==> src/include/ice_bus_config.svh <==
`ifndef ICE_BUS_CONFIG_SVH
`define ICE_BUS_CONFIG_SVH

// Requesters on the slave bus
// Basics is device 0, GPIO is device 1
`define ICE_NUM_DEV 2

// Clock cycles per UART bit
`define ICE_BAUD_DIV 4

// Number of GPIO pins
`define ICE_GPIO_W 8

// Bits per bus character
`define ICE_CHAR_W 8

// Version bytes returned on 'V'
`define ICE_VER_HI 8'h01
`define ICE_VER_LO 8'h02

`endif
==> src/hw/ice_bus_pkg.sv <==
`include "ice_bus_config.svh"

package ice_bus_pkg;

	// One character on the UART or either bus
	typedef logic [`ICE_CHAR_W-1:0] char_t;

	// One bit per slave-bus requester
	typedef logic [`ICE_NUM_DEV-1:0] dev_mask_t;

	// Master bus, driven by the controller to all responders
	// addr holds for the whole frame
	// data_valid strobes once per data byte
	// frame_valid is high from address to last data byte
	typedef struct packed {
		char_t addr;
		char_t data;
		logic data_valid;
		logic frame_valid;
	} ma_bus_t;

	// Slave bus, one per responder
	// Current response byte, tail marks the last one
	typedef struct packed {
		char_t data;
		logic tail;
	} sl_bus_t;

endpackage

==> src/hw/ice_settings_pkg.sv <==
`include "ice_bus_config.svh"

package ice_settings_pkg;

	// One bit per GPIO pin
	typedef logic [`ICE_GPIO_W-1:0] gpio_vec_t;

	// GPIO settings as written by the host with 'o'
	// direction: 1 drives the pin
	// level: value driven on output pins
	// int_enable: input pins that report changes
	typedef struct packed {
		gpio_vec_t direction;
		gpio_vec_t level;
		gpio_vec_t int_enable;
	} gpio_settings_t;

endpackage

==> src/hw/basics_int.sv <==
`timescale 1ns/1ps
`include "ice_bus_config.svh"

module basics_int import ice_bus_pkg::*, ice_settings_pkg::*; (
	input logic reset,
	input logic clk,
	input ma_bus_t ma,
	output logic sl_request,
	input logic sl_grant,
	output sl_bus_t sl,
	input logic sl_next,
	output gpio_settings_t gpio_cfg
);

	logic fv_q;
	logic frame_start;
	logic frame_end;
	char_t addr_q;
	char_t byte_cnt;
	char_t arg [3];
	logic is_ver;
	logic is_set;
	char_t resp [4];
	logic [1:0] resp_last;
	logic [1:0] idx;

	// Edges of the frame window
	assign frame_start = ma.frame_valid && !fv_q;
	assign frame_end = fv_q && !ma.frame_valid;

	// Settings write needs exactly three bytes
	assign is_ver = addr_q == "V";
	assign is_set = addr_q == "o" && byte_cnt == char_t'(3);

	always_ff @(posedge reset or posedge clk) begin
		if (clk) begin
			fv_q <= 1'b0;
			byte_cnt <= '0;
			sl_request <= 1'b0;
			resp_last <= '0;
			idx <= '0;
			gpio_cfg <= '0;
		end else begin
			fv_q <= ma.frame_valid;
			if (frame_start) begin
				byte_cnt <= '0;
			end else if (ma.data_valid) begin
				byte_cnt <= byte_cnt + 1'b1;
			end
			if (frame_end) begin
				// Every frame gets an answer
				sl_request <= 1'b1;
				idx <= '0;
				resp_last <= is_ver ? 2'd3 : 2'd1;
				if (is_set) begin
					gpio_cfg <= '{direction: arg[0], level: arg[1], int_enable: arg[2]};
				end
			end else if (sl_grant && sl_next) begin
				if (idx == resp_last) begin
					sl_request <= 1'b0;
				end else begin
					idx <= idx + 1'b1;
				end
			end
		end
	end

	always_ff @(posedge reset) begin
		if (frame_start) begin
			addr_q <= ma.addr;
		end
		// Only the first three bytes matter
		if (ma.data_valid && byte_cnt < char_t'(3)) begin
			arg[byte_cnt[1:0]] <= ma.data;
		end
		if (frame_end) begin
			if (is_ver) begin
				resp[0] <= "V";
				resp[1] <= char_t'(2);
				resp[2] <= `ICE_VER_HI;
				resp[3] <= `ICE_VER_LO;
			end else if (is_set) begin
				resp[0] <= "o";
				resp[1] <= '0;
			end else begin
				// NAK, empty
				resp[0] <= "N";
				resp[1] <= '0;
			end
		end
	end

	assign sl = '{data: resp[idx], tail: idx == resp_last};

endmodule

==> src/hw/gpio_int.sv <==
`timescale 1ns/1ps
`include "ice_bus_config.svh"

module gpio_int import ice_bus_pkg::*, ice_settings_pkg::*; (
	input logic reset,
	input logic clk,
	input gpio_vec_t gpio_in,
	output gpio_vec_t gpio_out,
	output gpio_vec_t gpio_oe,
	input gpio_settings_t gpio_cfg,
	output logic sl_request,
	input logic sl_grant,
	output sl_bus_t sl,
	input logic sl_next
);

	gpio_vec_t in_s1;
	gpio_vec_t in_s2;
	gpio_vec_t in_prev;
	gpio_vec_t change;
	gpio_vec_t smp_q;
	gpio_vec_t sample;
	logic chg_q;
	char_t count;
	logic [1:0] idx;

	// Pads
	assign gpio_out = gpio_cfg.level;
	assign gpio_oe = gpio_cfg.direction;

	// Enabled input pins only
	assign change = (in_s2 ^ in_prev) & gpio_cfg.int_enable & ~gpio_cfg.direction;

	always_ff @(posedge reset) begin
		in_s1 <= gpio_in;
		in_s2 <= in_s1;
		in_prev <= in_s2;
		smp_q <= in_s2;
		// New event, or merge while the sample byte is still ahead
		if (chg_q && (!sl_request || idx != 2'd3)) begin
			sample <= smp_q;
		end
	end

	always_ff @(posedge reset or posedge clk) begin
		if (clk) begin
			chg_q <= 1'b0;
			count <= '0;
			sl_request <= 1'b0;
			idx <= '0;
		end else begin
			chg_q <= |change;
			if (chg_q && !sl_request) begin
				sl_request <= 1'b1;
				count <= count + 1'b1;
				idx <= '0;
			end else if (sl_request && sl_grant && sl_next) begin
				if (idx == 2'd3) begin
					sl_request <= 1'b0;
				end else begin
					idx <= idx + 1'b1;
				end
			end
		end
	end

	// 'g', length 2, count, sample
	always_comb begin
		case (idx)
			2'd0: sl.data = "g";
			2'd1: sl.data = char_t'(2);
			2'd2: sl.data = count;
			default: sl.data = char_t'(sample);
		endcase
		sl.tail = idx == 2'd3;
	end

endmodule

==> src/hw/ice_bus.sv <==
`timescale 1ns/1ps
`include "ice_bus_config.svh"

module ice_bus import ice_bus_pkg::*, ice_settings_pkg::*; (
	input logic reset,
	input logic clk,
	input logic uart_rxd,
	output logic uart_txd,
	input gpio_vec_t gpio_in,
	output gpio_vec_t gpio_out,
	output gpio_vec_t gpio_oe
);

	// UART side
	char_t rx_char;
	logic rx_valid;
	char_t tx_char;
	logic tx_load;
	logic tx_empty;

	// Master and slave buses
	ma_bus_t ma;
	dev_mask_t sl_request;
	dev_mask_t sl_grant;
	sl_bus_t sl_bus [`ICE_NUM_DEV];
	logic sl_next;

	gpio_settings_t gpio_cfg;

	uart uart_i (
		.reset(reset),
		.clk(clk),
		.rxd(uart_rxd),
		.txd(uart_txd),
		.rx_char(rx_char),
		.rx_valid(rx_valid),
		.tx_char(tx_char),
		.tx_load(tx_load),
		.tx_empty(tx_empty)
	);

	ice_bus_controller #(
		.NUM_DEV(`ICE_NUM_DEV)
	) ctrl_i (
		.reset(reset),
		.clk(clk),
		.rx_char(rx_char),
		.rx_valid(rx_valid),
		.tx_char(tx_char),
		.tx_load(tx_load),
		.tx_empty(tx_empty),
		.ma(ma),
		.sl_request(sl_request),
		.sl_grant(sl_grant),
		.sl_bus(sl_bus),
		.sl_next(sl_next)
	);

	// Device 0, highest priority
	basics_int basics_i (
		.reset(reset),
		.clk(clk),
		.ma(ma),
		.sl_request(sl_request[0]),
		.sl_grant(sl_grant[0]),
		.sl(sl_bus[0]),
		.sl_next(sl_next),
		.gpio_cfg(gpio_cfg)
	);

	// Device 1
	gpio_int gpio_i (
		.reset(reset),
		.clk(clk),
		.gpio_in(gpio_in),
		.gpio_out(gpio_out),
		.gpio_oe(gpio_oe),
		.gpio_cfg(gpio_cfg),
		.sl_request(sl_request[1]),
		.sl_grant(sl_grant[1]),
		.sl(sl_bus[1]),
		.sl_next(sl_next)
	);

endmodule

==> src/hw/ice_bus_controller.sv <==
`timescale 1ns/1ps
`include "ice_bus_config.svh"

module ice_bus_controller import ice_bus_pkg::*; #(
	parameter int NUM_DEV = `ICE_NUM_DEV
) (
	input logic reset,
	input logic clk,
	input char_t rx_char,
	input logic rx_valid,
	output char_t tx_char,
	output logic tx_load,
	input logic tx_empty,
	output ma_bus_t ma,
	input dev_mask_t sl_request,
	output dev_mask_t sl_grant,
	input sl_bus_t sl_bus [NUM_DEV],
	output logic sl_next
);

	typedef enum logic [1:0] {P_ADDR, P_LEN, P_DATA, P_DONE} parse_state_t;
	typedef enum logic [1:0] {A_IDLE, A_SEND, A_HOLD} arb_state_t;

	// Frame parser
	parse_state_t p_state;
	char_t remain;
	char_t addr_q;
	char_t data_q;
	logic data_valid_q;
	logic frame_valid_q;

	// Arbiter and serializer
	arb_state_t a_state;
	dev_mask_t low_req;
	sl_bus_t sel_bus;
	logic load_q;
	logic tail_q;

	always_ff @(posedge reset or posedge clk) begin
		if (clk) begin
			p_state <= P_ADDR;
			remain <= '0;
			data_valid_q <= 1'b0;
			frame_valid_q <= 1'b0;
		end else begin
			data_valid_q <= 1'b0;
			case (p_state)
				P_ADDR: begin
					if (rx_valid) begin
						frame_valid_q <= 1'b1;
						p_state <= P_LEN;
					end
				end
				P_LEN: begin
					if (rx_valid) begin
						remain <= rx_char;
						// Empty frame ends on its length byte
						if (rx_char == '0) begin
							frame_valid_q <= 1'b0;
							p_state <= P_ADDR;
						end else begin
							p_state <= P_DATA;
						end
					end
				end
				P_DATA: begin
					if (rx_valid) begin
						data_valid_q <= 1'b1;
						remain <= remain - 1'b1;
						if (remain == char_t'(1)) begin
							p_state <= P_DONE;
						end
					end
				end
				P_DONE: begin
					// One cycle after the last strobe
					frame_valid_q <= 1'b0;
					p_state <= P_ADDR;
				end
				default: p_state <= P_ADDR;
			endcase
		end
	end

	always_ff @(posedge reset) begin
		if (rx_valid && p_state == P_ADDR) begin
			addr_q <= rx_char;
		end
		if (rx_valid && p_state == P_DATA) begin
			data_q <= rx_char;
		end
	end

	assign ma = '{addr: addr_q, data: data_q, data_valid: data_valid_q,
		frame_valid: frame_valid_q};

	// Lowest index wins
	always_comb begin
		low_req = '0;
		for (int i = NUM_DEV - 1; i >= 0; i--) begin
			if (sl_request[i]) begin
				low_req = '0;
				low_req[i] = 1'b1;
			end
		end
	end

	// Granted device's byte
	always_comb begin
		sel_bus = '0;
		for (int i = 0; i < NUM_DEV; i++) begin
			if (sl_grant[i]) begin
				sel_bus = sl_bus[i];
			end
		end
	end

	always_ff @(posedge reset or posedge clk) begin
		if (clk) begin
			a_state <= A_IDLE;
			sl_grant <= '0;
			load_q <= 1'b0;
			tail_q <= 1'b0;
		end else begin
			load_q <= 1'b0;
			case (a_state)
				A_IDLE: begin
					if (|sl_request) begin
						sl_grant <= low_req;
						a_state <= A_SEND;
					end
				end
				A_SEND: begin
					if (tx_empty) begin
						load_q <= 1'b1;
						tail_q <= sel_bus.tail;
						a_state <= A_HOLD;
					end
				end
				A_HOLD: begin
					// Responder steps and UART turns busy here
					if (tail_q) begin
						sl_grant <= '0;
						a_state <= A_IDLE;
					end else begin
						a_state <= A_SEND;
					end
				end
				default: a_state <= A_IDLE;
			endcase
		end
	end

	always_ff @(posedge reset) begin
		if (a_state == A_SEND && tx_empty) begin
			tx_char <= sel_bus.data;
		end
	end

	// Same strobe loads the UART and advances the responder
	assign tx_load = load_q;
	assign sl_next = load_q;

	a_grant_onehot: assert property (@(posedge reset) disable iff (clk) $onehot0(sl_grant));

	// Responder keeps its request up until the grant drops
	a_grant_req: assert property (@(posedge reset) disable iff (clk)
		(sl_grant & ~sl_request) == '0);

endmodule

==> src/hw/uart.sv <==
`timescale 1ns/1ps
`include "ice_bus_config.svh"

module uart import ice_bus_pkg::*; (
	input logic reset,
	input logic clk,
	input logic rxd,
	output logic txd,
	output char_t rx_char,
	output logic rx_valid,
	input char_t tx_char,
	input logic tx_load,
	output logic tx_empty
);

	localparam int DIV = `ICE_BAUD_DIV;
	localparam int HALF = DIV / 2;
	localparam int CW = $clog2(DIV + 1);
	localparam int FRAME_BITS = `ICE_CHAR_W + 2;

	typedef logic [CW-1:0] baud_cnt_t;
	typedef enum logic [1:0] {RX_IDLE, RX_START, RX_DATA, RX_STOP} rx_state_t;

	// Receiver
	logic [1:0] rx_sync;
	logic rx_s;
	rx_state_t rx_state;
	baud_cnt_t rx_cnt;
	logic [$clog2(`ICE_CHAR_W)-1:0] rx_bits;
	char_t rx_shift;
	logic rx_tick;

	// Transmitter
	logic [FRAME_BITS-1:0] tx_shift;
	logic [$clog2(FRAME_BITS)-1:0] tx_bits;
	baud_cnt_t tx_cnt;
	logic tx_busy;

	assign rx_s = rx_sync[1];
	// Mid-bit sample point
	assign rx_tick = rx_cnt == '0;

	always_ff @(posedge reset or posedge clk) begin
		if (clk) begin
			// Line idles high
			rx_sync <= 2'b11;
			rx_state <= RX_IDLE;
			rx_cnt <= '0;
			rx_bits <= '0;
			rx_valid <= 1'b0;
		end else begin
			rx_valid <= 1'b0;
			rx_sync <= {rx_sync[0], rxd};
			case (rx_state)
				RX_IDLE: begin
					// Falling edge, wait half a bit
					if (!rx_s) begin
						rx_cnt <= baud_cnt_t'(HALF - 1);
						rx_state <= RX_START;
					end
				end
				RX_START: begin
					if (!rx_tick) begin
						rx_cnt <= rx_cnt - 1'b1;
					end else if (rx_s) begin
						// Glitch, not a start bit
						rx_state <= RX_IDLE;
					end else begin
						rx_cnt <= baud_cnt_t'(DIV - 1);
						rx_bits <= '0;
						rx_state <= RX_DATA;
					end
				end
				RX_DATA: begin
					if (!rx_tick) begin
						rx_cnt <= rx_cnt - 1'b1;
					end else begin
						rx_cnt <= baud_cnt_t'(DIV - 1);
						if (rx_bits == $bits(rx_bits)'(`ICE_CHAR_W - 1)) begin
							rx_state <= RX_STOP;
						end else begin
							rx_bits <= rx_bits + 1'b1;
						end
					end
				end
				RX_STOP: begin
					if (!rx_tick) begin
						rx_cnt <= rx_cnt - 1'b1;
					end else begin
						rx_state <= RX_IDLE;
						// Framing error drops the byte
						rx_valid <= rx_s;
					end
				end
				default: rx_state <= RX_IDLE;
			endcase
		end
	end

	// LSB first
	always_ff @(posedge reset) begin
		if (rx_state == RX_DATA && rx_tick) begin
			rx_shift <= {rx_s, rx_shift[`ICE_CHAR_W-1:1]};
		end
		if (rx_state == RX_STOP && rx_tick && rx_s) begin
			rx_char <= rx_shift;
		end
	end

	always_ff @(posedge reset or posedge clk) begin
		if (clk) begin
			tx_shift <= '1;
			tx_bits <= '0;
			tx_cnt <= '0;
			tx_busy <= 1'b0;
		end else if (tx_load && !tx_busy) begin
			// Stop, data, start from MSB down
			tx_shift <= {1'b1, tx_char, 1'b0};
			tx_bits <= $bits(tx_bits)'(FRAME_BITS - 1);
			tx_cnt <= baud_cnt_t'(DIV - 1);
			tx_busy <= 1'b1;
		end else if (tx_busy) begin
			if (tx_cnt != '0) begin
				tx_cnt <= tx_cnt - 1'b1;
			end else begin
				tx_cnt <= baud_cnt_t'(DIV - 1);
				// Shift in ones so the line rests high
				tx_shift <= {1'b1, tx_shift[FRAME_BITS-1:1]};
				if (tx_bits == '0) begin
					tx_busy <= 1'b0;
				end else begin
					tx_bits <= tx_bits - 1'b1;
				end
			end
		end
	end

	assign txd = tx_shift[0];
	assign tx_empty = !tx_busy;

	// Controller must wait for the shifter
	a_load_idle: assert property (@(posedge reset) disable iff (clk) tx_load |-> tx_empty);

endmodule

==> config.mk <==
export PLATFORM = sky130hd
export DESIGN_NAME = ice_bus
export DESIGN_NICKNAME = d
export VERILOG_FILES = /design/src/hw/ice_bus_pkg.sv /design/src/hw/ice_settings_pkg.sv /design/src/hw/basics_int.sv /design/src/hw/gpio_int.sv /design/src/hw/ice_bus.sv /design/src/hw/ice_bus_controller.sv /design/src/hw/uart.sv
export VERILOG_INCLUDE_DIRS = /design/src /design/src/include
export SDC_FILE = /design/constraint.sdc
export NUM_CORES = 1
export LEC_CHECK = 0
export ABC_AREA = 1
export ABC_CLOCK_PERIOD_IN_PS = 3400
export BUFFER_PORTS_ARGS = -buffer_cell sky130_fd_sc_hd__buf_2
export CORE_MARGIN = 2
export CORE_UTILIZATION = 45
export CTS_CLUSTER_SIZE = 8
export DETAILED_ROUTE_END_ITERATION = 8
export PLACE_DENSITY = 0.58
export SLEW_MARGIN = 10
export SYNTH_ARGS = -nofsm -noshare
export SYNTH_HDL_FRONTEND = slang
export SYNTH_SLANG_ARGS = --single-unit
==> constraint.sdc <==
create_clock -name reset -period 3.4 [get_ports reset]
set_input_delay 0.17 -clock reset [delete_from_list [all_inputs] [get_ports reset]]
set_output_delay 0.17 -clock reset [all_outputs]
set_load 0.02 [all_outputs]
==> out/metrics.yaml <==
clocking:
  cts.path.max_buffers: 3
  cts_tree: "done"
  numCtsBuffers: 29
  cts_resized: 0
  cts_hold_buf: 10
  insertion_delay_ns: 0.52
  htreeDepth: 1
  cts_num_sinks: 203
  path_clk_slew_ns: 0.05
  root_buffer: "clkbuf_16"
  cts_setup_buffers: 0
route:
  drtAntennaViolNets: 0
  finalWirelength_um: 15620
  drtIter0Drc: 226
  first_pass_iters: 4
  route.detailed.drc: 0
  wire_per_inst_um: 13.63
  vias_per_cell: 4.804
  num_vias: 5505
global_routing:
  overflow: 0
  antenna_found_initial: 0
  grt_pass1_vias: 5309
  track_usage: 0.1600
  grt_pass1_wl_um: 25790
  grt_max_degree: 57
run:
  cap_viol_max_count: 0
final_layout:
  fin_util: 0.5199
  synthToLayoutAreaGrowth_pct: 13.74
  drive_gt1_frac: 0.09649
  diodes: 0
  nets: 924
  filler_cell_count: 1716
  stdcell_area_mm2: 0.009693
critical_path:
  cp-start-kind: "flip-flop"
  cp-end-kind: "flip-flop"
  cp.required_ns: 3.80
  worstSetupPathType: "flip-flop to flip-flop"
  cp_max_fo: 25
  cp.arrival_ns: 2.38
placement:
  hpwl_um: 10870
  numPortBuffers: 27
  placed_area_mm2: 0.008765
  gp_congestion: 0.8144
timing:
  hold_violations: 0
  slew_violations: 0
  final.setup.tns_ns: 0
  max-slew-margin-rel: 0.4859
  final-setup-viol-count: 0
  post-route-period-util: 0.5811
  clock_skew_ns: 0.01212
  period_needed_ns: 1.976
  fmax_mhz: 506.2
  rsz0062_at_grt: "false"
  tightest_slew_ns: 0.7711
  holdWs_ns: 0.2833
status:
  status: "complete, no violations"
floorplanning:
  die_width_um: 141.6
  core_mm2: 0.01864
  start_util: 0.4571
  rows: 50
  io_pins: 28
  die-area_mm2: 0.02005
  die_h_um: 141.6
hold_path:
  hold_path_class: "input port to flip-flop"
synth:
  synthArstFlopShare: 0.4729
  yosys_warnings: 0
  avgSynthCellArea_um2: 10.06
  syn_nets: 882
  syn_area_mm2: 0.008522
  synth_edf_count: 81
  synth_seq_cells: 203
  synth-seq-area-share: 0.6300
  syn_inst: 847
  synth.area.top_cells: "edfxtp_1 (29%), dfrtp_1 (25%), nand2_1 (9.7%)"
  synth-main-ff-cell: "dfrtp_1"
  synth_cell_types: 37
  synth_top_area_cell: "edfxtp_1"
  synth_commonest_cells: "nand2_1 (220), inv_1 (103), dfrtp_1 (85)"
  synth_most_common_cell: "nand2_1"
  synth_top_area_share: 0.2854
pwr:
  p_total_uw: 6961
  vdd_drop_max_mv: 0.4617
  power_density_mw_per_mm2: 718.2
  p_leak_uw: 0.004465
-- registers in the layout (all words and copies together), names as in the netlist, 8 cells and up, named ones only --
signal / flops
gpio_i.in_s2: 8
uart_i.rx_shift: 8
gpio_i.in_prev: 8
basics_i.gpio_cfg: 16
basics_i.arg: 24
ctrl_i.remain: 8
uart_i.tx_shift: 9
ctrl_i.tx_char: 8
gpio_i.in_s1: 8
uart_i.rx_char: 8
basics_i.addr_q: 8
gpio_i.sample: 8
ctrl_i.addr_q: 8
ctrl_i.data_q: 8
basics_i.byte_cnt: 8
gpio_i.count: 8
gpio_out: 8
-- logic make-up (layout without fill, tap and decap cells) --
family          Yosys count  in the layout  synth area share
xor+xnor                 12             12           0.01233
fa+ha+maj                24             24           0.03524
simple gates            382            382            0.1912
flops                   203            203            0.6300
compound gates           94             94           0.06167
buf+inv                 132            197           0.06959
-- metal layers --
layer	GRT usage	vias to the layer above	routed length, µm
met2	0.2823	74	7665
met4	0.05053	0	392
met1	0.2002	2563	7048
met3	0.02970	32	516
met5	0	-	0
li1	-	2836	-
-- worst max-delay path, cell delays in order (launching register included) --
cell and delay [ns]:
dfrtp_1 0.42, ha_1 0.24, nand2_1 0.06, nor2_1 0.10
nand2_1 0.08, nor2_4 0.43, nand2_4 0.30, nand2_1 0.15
nand2_1 0.05
-- cell type report --
| cell class | instances | area [µm²] | share of cell area |
|---|---|---|---|
| Sequential cell | 203 | 5369 | 0.5539 |
| Timing Repair Buffer | 39 | 250.2 | 0.02582 |
| Tap cell | 234 | 292.8 | 0.03021 |
| Multi-Input combinational cell | 512 | 2560 | 0.2641 |
| Inverter | 104 | 392.9 | 0.04053 |
| Clock buffer | 52 | 812.0 | 0.08377 |
| Clock inverter | 2 | 16.27 | 0.001678 |
-- where the power goes --
part | internal (µW) | switching [µW]
Clock | 1590 | 990
Sequential | 2910 | 205
Combinational | 440 | 830
Total | 4940 | 2020
-- through the flow --
stage | instances | setup WS, ns
after floorplan | 847 | 0.7428
after global placement | 1082 | 1.494
after detailed placement | 1082 | 1.435
after CTS | 1146 | 1.394
after global routing | 1146 | 1.213
final | 1146 | 1.424
-- path summary, 6_finish.rpt --
kind	slack [ns]	end	start	cells after the start
max	1.42	basics_i.gpio_cfg[17]$_DFFE_PP0P_	basics_i.byte_cnt[0]$_DFFE_PP0P_	8
min	0.28	gpio_i.in_s1[6]$_DFF_P_	gpio_in[6]	2
max reg2reg	1.42	basics_i.gpio_cfg[17]$_DFFE_PP0P_	basics_i.byte_cnt[0]$_DFFE_PP0P_	8
min reg2reg	0.32	gpio_i.in_s2[4]$_DFF_P_	gpio_i.in_s1[4]$_DFF_P_	0
max in group asynchronous	2.21	uart_i.tx_shift[5]$_DFFE_PP1P_	clk	4
min in group asynchronous	0.34	uart_i.tx_bits[3]$_DFFE_PP0P_	clk	3
-- placed cells by master, fill, tap and decap left out, types with 6 or more instances in the layout --
cell,Yosys,routed
nand2_1,220,220
inv_1,103,102
dfrtp_1,85,85
edfxtp_1,81,81
nor2_1,70,70
nand3_1,57,57
o21ai_0,55,55
clkbuf_16,0,29
buf_2,3,27
dfxtp_1,26,26
ha_1,24,24
clkbuf_1,2,23
a21oi_1,19,19
nand4_1,14,14
dfstp_2,11,11
o211ai_1,10,10
xor2_1,10,10
dlygate4sd3_1,0,10
or2_2,6,6
Power figures use the tool's default switching activity.
